$ cat config.mk
export PLATFORM = sky130hd
export DESIGN_NAME = routerOutPort
export DESIGN_NICKNAME = d
export VERILOG_FILES = /design/src/design/nocPkg.sv /design/src/design/flitBuffer.sv /design/src/design/holdTimer.sv /design/src/design/outputArbiter.sv /design/src/design/arbConfig.sv /design/src/design/outputStage.sv /design/src/design/routerOutPort.sv
export SDC_FILE = /design/constraint.sdc
export NUM_CORES = 1
export LEC_CHECK = 0
export BUFFER_PORTS_ARGS = -buffer_cell sky130_fd_sc_hd__buf_4
export CORE_UTILIZATION = 30
export CTS_CLUSTER_SIZE = 28
export DETAILED_ROUTE_END_ITERATION = 6
export PLACE_DENSITY = 0.53
export SLEW_MARGIN = 5
export SYNTH_ARGS = -nofsm -noshare
export SYNTH_HDL_FRONTEND = slang
export SYNTH_SLANG_ARGS = --single-unit
$ cat constraint.sdc
create_clock -name clk -period 6.33 [get_ports clk]
set_input_delay 0.9495 -clock clk [delete_from_list [all_inputs] [get_ports clk]]
set_output_delay 0.9495 -clock clk [all_outputs]
set_load 0.02 [all_outputs]
$ cat src/design/nocPkg.sv
package nocPkg;

  // ports in rotation order: Local, North, East, West, South
  localparam int numPorts = 5;

  localparam int flitIdW = 3;
  localparam logic [flitIdW-1:0] idHeader = 3'd1;
  localparam logic [flitIdW-1:0] idBody   = 3'd2;
  localparam logic [flitIdW-1:0] idTail   = 3'd3;

  localparam int dataW = 32;
  localparam int flitW = flitIdW + dataW;  // id in the upper bits

  // header payload low bits hold the packet length, header included
  localparam int lenW = 12;

  localparam int bufDepth = 4;
  localparam int bufPtrW  = 2;

  localparam int creditW = 4;  // both credit counters

  localparam logic [1:0] cfgAddrMask   = 2'd0;
  localparam logic [1:0] cfgAddrCredit = 2'd1;

  localparam logic [numPorts-1:0] defaultMask = 5'b11111;
  localparam int defaultCredit = 4;

endpackage

$ cat src/design/flitBuffer.sv
`timescale 1ns/1ps

module flitBuffer
(
  input  logic                     clk,
  input  logic                     rst,
  input  logic                     inValid,
  input  logic [nocPkg::flitW-1:0] inFlit,
  input  logic                     pop,
  output logic [nocPkg::flitW-1:0] headFlit,
  output logic                     notEmpty,
  output logic                     inCredit
);
  import nocPkg::*;

  logic [flitW-1:0]   mem [bufDepth];
  logic [bufPtrW-1:0] wrPtr;
  logic [bufPtrW-1:0] rdPtr;
  logic [bufPtrW:0]   count;
  logic               full;
  logic               doWrite;
  logic               doPop;

  assign full     = (count == (bufPtrW + 1)'(bufDepth));
  assign notEmpty = (count != '0);
  assign doWrite  = inValid && !full;  // upstream credits keep this from dropping
  assign doPop    = pop && notEmpty;
  assign headFlit = mem[rdPtr];

  always_ff @(posedge clk)
  begin
    if (doWrite)
      mem[wrPtr] <= inFlit;
  end

  always_ff @(posedge clk)
  begin
    if (rst)
    begin
      wrPtr    <= '0;
      rdPtr    <= '0;
      count    <= '0;
      inCredit <= 1'b0;
    end
    else
    begin
      inCredit <= doPop;  // one credit back per popped flit
      if (doWrite)
        wrPtr <= wrPtr + 1'b1;  // depth is a power of two, wraps
      if (doPop)
        rdPtr <= rdPtr + 1'b1;
      case ({doWrite, doPop})
        2'b10:
          count <= count + 1'b1;
        2'b01:
          count <= count - 1'b1;
        default:
          count <= count;
      endcase
    end
  end

endmodule

$ cat src/design/holdTimer.sv
`timescale 1ns/1ps

module holdTimer
(
  input  logic                     clk,
  input  logic                     rst,
  input  logic [nocPkg::flitW-1:0] headFlit,
  input  logic                     advance,
  output logic                     packetDone
);
  import nocPkg::*;

  logic [lenW-1:0] pktLen;
  logic [lenW-1:0] flitCnt;  // flits of this packet already granted
  logic [lenW-1:0] headLen;
  logic            isHeader;

  assign isHeader = (headFlit[flitW-1 -: flitIdW] == idHeader);
  assign headLen  = headFlit[lenW-1:0];

  always_comb
  begin
    if (!advance)
      packetDone = 1'b0;
    else if (isHeader)
      packetDone = (headLen <= lenW'(1));  // single-flit packet
    else
      packetDone = (flitCnt + 1'b1 == pktLen);
  end

  always_ff @(posedge clk)
  begin
    if (rst)
    begin
      pktLen  <= '0;
      flitCnt <= '0;
    end
    else if (advance)
    begin
      if (isHeader)
      begin
        pktLen  <= headLen;
        flitCnt <= lenW'(1);
      end
      else
        flitCnt <= flitCnt + 1'b1;
    end
  end

endmodule

$ cat src/design/outputArbiter.sv
`timescale 1ns/1ps

module outputArbiter
(
  input  logic                        clk,
  input  logic                        rst,
  input  logic [nocPkg::numPorts-1:0] reqs,
  input  logic [nocPkg::numPorts-1:0] portMask,
  input  logic [nocPkg::flitW-1:0]    headFlits [nocPkg::numPorts],
  input  logic                        canSend,
  output logic [nocPkg::numPorts:0]   grant,
  output logic [nocPkg::numPorts-1:0] pops
);
  import nocPkg::*;

  logic [numPorts:0]   nextGrant;
  logic [numPorts-1:0] eligible;
  logic [numPorts-1:0] packetDone;
  int                  holder;
  int                  pick;

  assign eligible = reqs & portMask;  // mask only matters at grant time
  assign pops     = grant[numPorts:1] & reqs & {numPorts{canSend}};

  for (genvar p = 0; p < numPorts; p++)
  begin : genTimer
    holdTimer timer_i
    (
      .clk        (clk),
      .rst        (rst),
      .headFlit   (headFlits[p]),
      .advance    (pops[p]),
      .packetDone (packetDone[p])
    );
  end

  always_comb
  begin
    holder = 0;
    for (int i = 0; i < numPorts; i++)
    begin
      if (grant[i + 1])
        holder = i;
    end
  end

  // first eligible input in rotation, holder itself excluded
  always_comb
  begin
    pick = -1;
    if (grant[0])
    begin
      for (int i = numPorts - 1; i >= 0; i--)
      begin
        if (eligible[i])
          pick = i;
      end
    end
    else
    begin
      for (int k = numPorts - 1; k >= 1; k--)
      begin
        if (eligible[(holder + k) % numPorts])
          pick = (holder + k) % numPorts;
      end
    end
  end

  always_comb
  begin
    nextGrant = grant;  // held until the tail goes out
    if (grant[0] || (|packetDone))
    begin
      nextGrant = '0;
      if (pick < 0)
        nextGrant[0] = 1'b1;
      else
        nextGrant[pick + 1] = 1'b1;
    end
  end

  always_ff @(posedge clk)
  begin
    if (rst)
      grant <= (numPorts + 1)'(1);  // idle
    else
      grant <= nextGrant;
  end

endmodule

$ cat src/design/arbConfig.sv
`timescale 1ns/1ps

module arbConfig
(
  input  logic                        clk,
  input  logic                        rst,
  input  logic                        cfgWe,
  input  logic [1:0]                  cfgAddr,
  input  logic [7:0]                  cfgWdata,
  output logic [7:0]                  cfgRdata,
  output logic [nocPkg::numPorts-1:0] portMask,
  output logic [nocPkg::creditW-1:0]  creditInit,
  output logic                        creditLoad
);
  import nocPkg::*;

  logic [numPorts-1:0] maskReg;
  logic [creditW-1:0]  creditReg;
  logic                wrMask;
  logic                wrCredit;

  assign wrMask     = cfgWe && (cfgAddr == cfgAddrMask);
  assign wrCredit   = cfgWe && (cfgAddr == cfgAddrCredit);
  assign portMask   = maskReg;
  assign creditInit = creditReg;

  always_ff @(posedge clk)
  begin
    if (rst)
    begin
      maskReg    <= defaultMask;
      creditReg  <= creditW'(defaultCredit);
      creditLoad <= 1'b0;
    end
    else
    begin
      creditLoad <= wrCredit;  // output stage reloads on the next edge
      if (wrMask)
        maskReg <= cfgWdata[numPorts-1:0];
      if (wrCredit)
        creditReg <= cfgWdata[creditW-1:0];
    end
  end

  always_comb
  begin
    case (cfgAddr)
      cfgAddrMask:
        cfgRdata = 8'(maskReg);
      cfgAddrCredit:
        cfgRdata = 8'(creditReg);
      default:
        cfgRdata = '0;
    endcase
  end

endmodule

$ cat src/design/outputStage.sv
`timescale 1ns/1ps

module outputStage
(
  input  logic                       clk,
  input  logic                       rst,
  input  logic [nocPkg::numPorts:0]  grant,
  input  logic [nocPkg::flitW-1:0]   headFlits [nocPkg::numPorts],
  input  logic                       advance,
  input  logic                       creditIn,
  input  logic [nocPkg::creditW-1:0] creditInit,
  input  logic                       creditLoad,
  output logic                       canSend,
  output logic                       outValid,
  output logic [nocPkg::flitW-1:0]   outFlit
);
  import nocPkg::*;

  logic [flitW-1:0]   selFlit;
  logic [creditW-1:0] creditCnt;  // downstream buffer slots still free

  always_comb
  begin
    selFlit = '0;
    for (int i = 0; i < numPorts; i++)
    begin
      if (grant[i + 1])
        selFlit = headFlits[i];
    end
  end

  assign canSend = (creditCnt != '0);

  always_ff @(posedge clk)
  begin
    if (advance)
      outFlit <= selFlit;
  end

  always_ff @(posedge clk)
  begin
    if (rst)
    begin
      outValid  <= 1'b0;
      creditCnt <= creditW'(defaultCredit);
    end
    else
    begin
      outValid <= advance;
      if (creditLoad)
        creditCnt <= creditInit;
      else
        creditCnt <= creditCnt + creditW'(creditIn) - creditW'(advance);  // both may hit at once
    end
  end

endmodule

$ cat src/design/routerOutPort.sv
`timescale 1ns/1ps

module routerOutPort
(
  input  logic                        clk,
  input  logic                        rst,
  input  logic [nocPkg::numPorts-1:0] inValid,
  input  logic [nocPkg::flitW-1:0]    inFlit [nocPkg::numPorts],
  output logic [nocPkg::numPorts-1:0] inCredit,
  output logic                        outValid,
  output logic [nocPkg::flitW-1:0]    outFlit,
  input  logic                        creditIn,
  input  logic                        cfgWe,
  input  logic [1:0]                  cfgAddr,
  input  logic [7:0]                  cfgWdata,
  output logic [7:0]                  cfgRdata
);
  import nocPkg::*;

  logic [numPorts-1:0] bufNotEmpty;
  logic [flitW-1:0]    headFlits [numPorts];
  logic [numPorts-1:0] pops;
  logic [numPorts:0]   grant;
  logic [numPorts-1:0] portMask;
  logic [creditW-1:0]  creditInit;
  logic                creditLoad;
  logic                canSend;

  for (genvar p = 0; p < numPorts; p++)
  begin : genBuf
    flitBuffer buf_i
    (
      .clk      (clk),
      .rst      (rst),
      .inValid  (inValid[p]),
      .inFlit   (inFlit[p]),
      .pop      (pops[p]),
      .headFlit (headFlits[p]),
      .notEmpty (bufNotEmpty[p]),
      .inCredit (inCredit[p])
    );
  end

  outputArbiter arb_i
  (
    .clk       (clk),
    .rst       (rst),
    .reqs      (bufNotEmpty),
    .portMask  (portMask),
    .headFlits (headFlits),
    .canSend   (canSend),
    .grant     (grant),
    .pops      (pops)
  );

  arbConfig cfg_i
  (
    .clk        (clk),
    .rst        (rst),
    .cfgWe      (cfgWe),
    .cfgAddr    (cfgAddr),
    .cfgWdata   (cfgWdata),
    .cfgRdata   (cfgRdata),
    .portMask   (portMask),
    .creditInit (creditInit),
    .creditLoad (creditLoad)
  );

  outputStage out_i
  (
    .clk        (clk),
    .rst        (rst),
    .grant      (grant),
    .headFlits  (headFlits),
    .advance    (|pops),  // at most one pop per cycle
    .creditIn   (creditIn),
    .creditInit (creditInit),
    .creditLoad (creditLoad),
    .canSend    (canSend),
    .outValid   (outValid),
    .outFlit    (outFlit)
  );

endmodule

==> summary.txt <==
Run status
  • Outcome: completed

Global route
  • Initial antenna violation count: 25
  • Largest net degree at the start of global routing: 82
  • GRT overflow: 0
  • GRT Util Overall: 0.151
  • Vias in the first global route: 22.1k
  • First-pass GRT wire length: 147000 um

Critical path
  • Buffer and inverter count on the worst path: 3
  • Kind of cell adding the most delay to the critical path: simple AND/OR/NAND/NOR gates
  • Critical Path Slowest Stage Cell: or4b_4
  • Setup Crit Path Kind: reg2reg
  • Largest stage delay, worst path: 560 ps
  • Crit path max fanout: 17
  • CP startpoint kind: flop
  • Crit path cell chain: inv_2, o21ai_0, ha_1, inv_1, ha_1, nor2b_1, nor3_1, a21o_1, or4b_4, and3_1, a311o_1, a22o_1, inv_1, ha_1, nand2b_1, a21oi_1, a21oi_1, nor4_1, nor3b_1, a221o_1
  • Worst path most repeated cell: ha_1
  • WP data required: 6860 ps
  • Critical Path Sink Type: flop
  • CP arrival: 5780 ps

Final layout
  • Final Core Density: 0.358
  • Synth-to-Final Area Change: 17.8%
  • Multi-input gate area: 11600 um^2
  • FILL cells: 12.1k
  • Layout cells sized above 1: 0.225
  • Design area: 45200 um^2
  • Cell Count, Final, Fillers Out: 4527
  • Final Net Count: 3032
  • Seq. cell area: 25900 um^2

Synthesis
  • Post-synth EDFFs: 735
  • Synth Flop Type: edfxtp_1
  • Synth Instances: 2572
  • Most instantiated library cell after synthesis: edfxtp_1
  • Netlist Area Pre-Place: 38400 um^2
  • Cell accounting for the most synthesized area: edfxtp_1
  • Post-synth top area share: 0.575
  • Syn_area_per_cell: 14.9 um^2
  • Synth top area cells: edfxtp_1, mux4_2, dfxtp_1
  • Async S/R FF share, synth: 0
  • Commonest cells in the netlist: edfxtp_1, dfxtp_1, nand2_1
  • #FFs+latches synth: 926
  • Sequential element share of the synthesized area: 0.674
  • Warning count from the yosys run: 0
  • Count of cell types in the netlist: 80

Floorplan
  • Top-Level Pins: 243
  • Core Region: 126000 um^2
  • DIE AREA: 129000 um^2
  • Die W: 360 um
  • Std cell rows: 130
  • Initial core utilization: 0.304
  • Die height: 360 um

Pwr
  • Max IR drop VDD: 0.233 mV
  • Pwr dens: 332 nW/um^2
  • Static Leak: 0.0147 uW

Placement
  • GPL Wtd Cong: 0.850
  • Dpl cell area: 41900 um^2
  • Port Buf Inserts: 236
  • Placed Cells: 4337
  • Setup slack at placement: 1190 ps
  • DP HPWL: 66900 um

Detailed routing
  • Post-detailed-route count of antenna-violating nets: 0
  • Routed wire length: 99000 um
  • DR vias/cell: 4.89
  • DR iter-0 viols: 1679
  • DR WL/cell: 21.9 um
  • Via count: 22.1k
  • Drt drc: 0
  • DRT Pass-1 Iters: 5

Timing
  • Slack of the critical path: 1090 ps
  • Max Freq: 0.191 GHz
  • Hold Fails Final Rpt: 0
  • Final Cycle Share: 0.828
  • Final setup violation count: 0
  • RSZ-0062 raised after global routing: false
  • Tmin final: 5240 ps
  • Slew @ Worst Pin: 1170 ps
  • Slew HR: 0.214
  • Clock skew: 58.4 ps
  • Fin. max-slew vios: 0
  • Fin Setup TNS: 0 ps

Clock tree
  • CTS tree: built
  • Post-CTS sizing: 0
  • H-tree depth: 3
  • Clk_lat worst skew: 690 ps
  • Setup Buffers After CTS: 0
  • Clock Pin Slew Worst Setup and Hold Paths: 60 ps
  • Hold_buf cts: 0
  • Total CTS buffers: 101
  • CTS Buffer Depth: 3
  • CTS Sinks: 926
  • Root Driver: clkbuf_16

Min path
  • Hold Path Class: in2reg

Job
  • Max_cap viols: 0
## where the power goes
part	internal, uW	switching (uW)
registers	7010	172
logic	758	1210
clock network	3420	2460
total	11200	3840
## sequential cells by signal (all words and copies together) (netlist names), 6 cells and up, named ones only
signal / count
genBuf.buf_i.count: 15
genBuf.buf_i.rdPtr: 10
out_i.outFlit: 35
genBuf.buf_i.mem: 700
genBuf.buf_i.wrPtr: 10
arb_i.genTimer.timer_i.pktLen: 60
arb_i.grant: 6
arb_i.genTimer.timer_i.flitCnt: 60
## through the flow
stage	power (uW)	hold WS (ps)
2_1_floorplan	8480	436
6_report	15000	453
3_5_place_dp	9300	453
4_1_cts	15200	404
3_3_place_gp	9290	446
5_1_grt	15600	414
## worst register-to-register path: stages, from the launching register on
cell	delay, ps
dfxtp_2	330
inv_2	250
o21ai_0	230
ha_1	450
inv_1	240
ha_1	230
nor2b_1	220
nor3_1	140
a21o_1	270
or4b_4	560
and3_1	210
a311o_1	330
a22o_1	250
inv_1	210
ha_1	230
nand2b_1	60
a21oi_1	130
a21oi_1	50
nor4_1	310
nor3b_1	90
a221o_1	320
## layout by cell type, fill, tap and decap left out, types with 8 or more instances in the layout
cell type  count
inv_1         64
nand3b_1      13
nand2_1      184
xor2_1        48
o21ai_0       76
clkinv_2      19
ha_1          42
nor3_1        30
nand3_1       65
buf_4        266
o221ai_1      21
nand2b_1      12
nor4_1        32
or3_1         32
a21oi_1      169
o22ai_1       13
nor2b_1       21
bufinv_16     10
nor3b_1       18
clkbuf_1      21
nor2_1       167
edfxtp_1     735
clkinv_1      23
a22oi_1       59
mux2i_1       23
a31oi_1       14
dfxtp_1      180
clkbuf_16    103
nand4_1       17
a221oi_1       8
and2_2        20
mux4_2       175
xnor2_1       58
dfxtp_2       11
## layer usage
metal	routed length [um]	track usage
met1	43000	0.195
met2	46500	0.243
met3	6350	0.0448
met4	2880	0.0473
met5	209	0
## cell type report
cell class	instances	area share
Inverter	66	0.00548
Antenna cell	2	0.000111
Sequential cell	926	0.573
Clock inverter	63	0.0146
Tap cell	1650	0.0457
Multi-Input combinational cell	1428	0.258
Timing Repair Buffer	267	0.0444
Clock buffer	125	0.0591
## kinds of logic (layout without fill, tap and decap cells)
family | Yosys count | after routing | share of synthesized area
buffers and inverters | 220 | 521 | 0.0232
muxes | 201 | 201 | 0.110
other | 2 | 6 | 0.000196
and+or+nand+nor | 649 | 649 | 0.0823
DFF | 926 | 926 | 0.674
xor gates and xnor gates | 107 | 107 | 0.0246
AOI/OAI and AO/OA | 419 | 419 | 0.0689
adders and majority gates | 48 | 48 | 0.0168
## final timing paths
path	slack, ps	end	startpoint	cells after the start
worst max-delay path	1090	arb_i.grant[0]	arb_i.grant[5]	20
worst min-delay path	450	genBuf[3].buf_i.mem[0][30]	inFlit[65]	1
worst max register to register	1090	arb_i.grant[0]	arb_i.grant[5]	20
worst min register to register	460	arb_i.genTimer[0].timer_i.pktLen[7]	arb_i.genTimer[0].timer_i.pktLen[7]	2
Power figures use the tool's default switching activity.
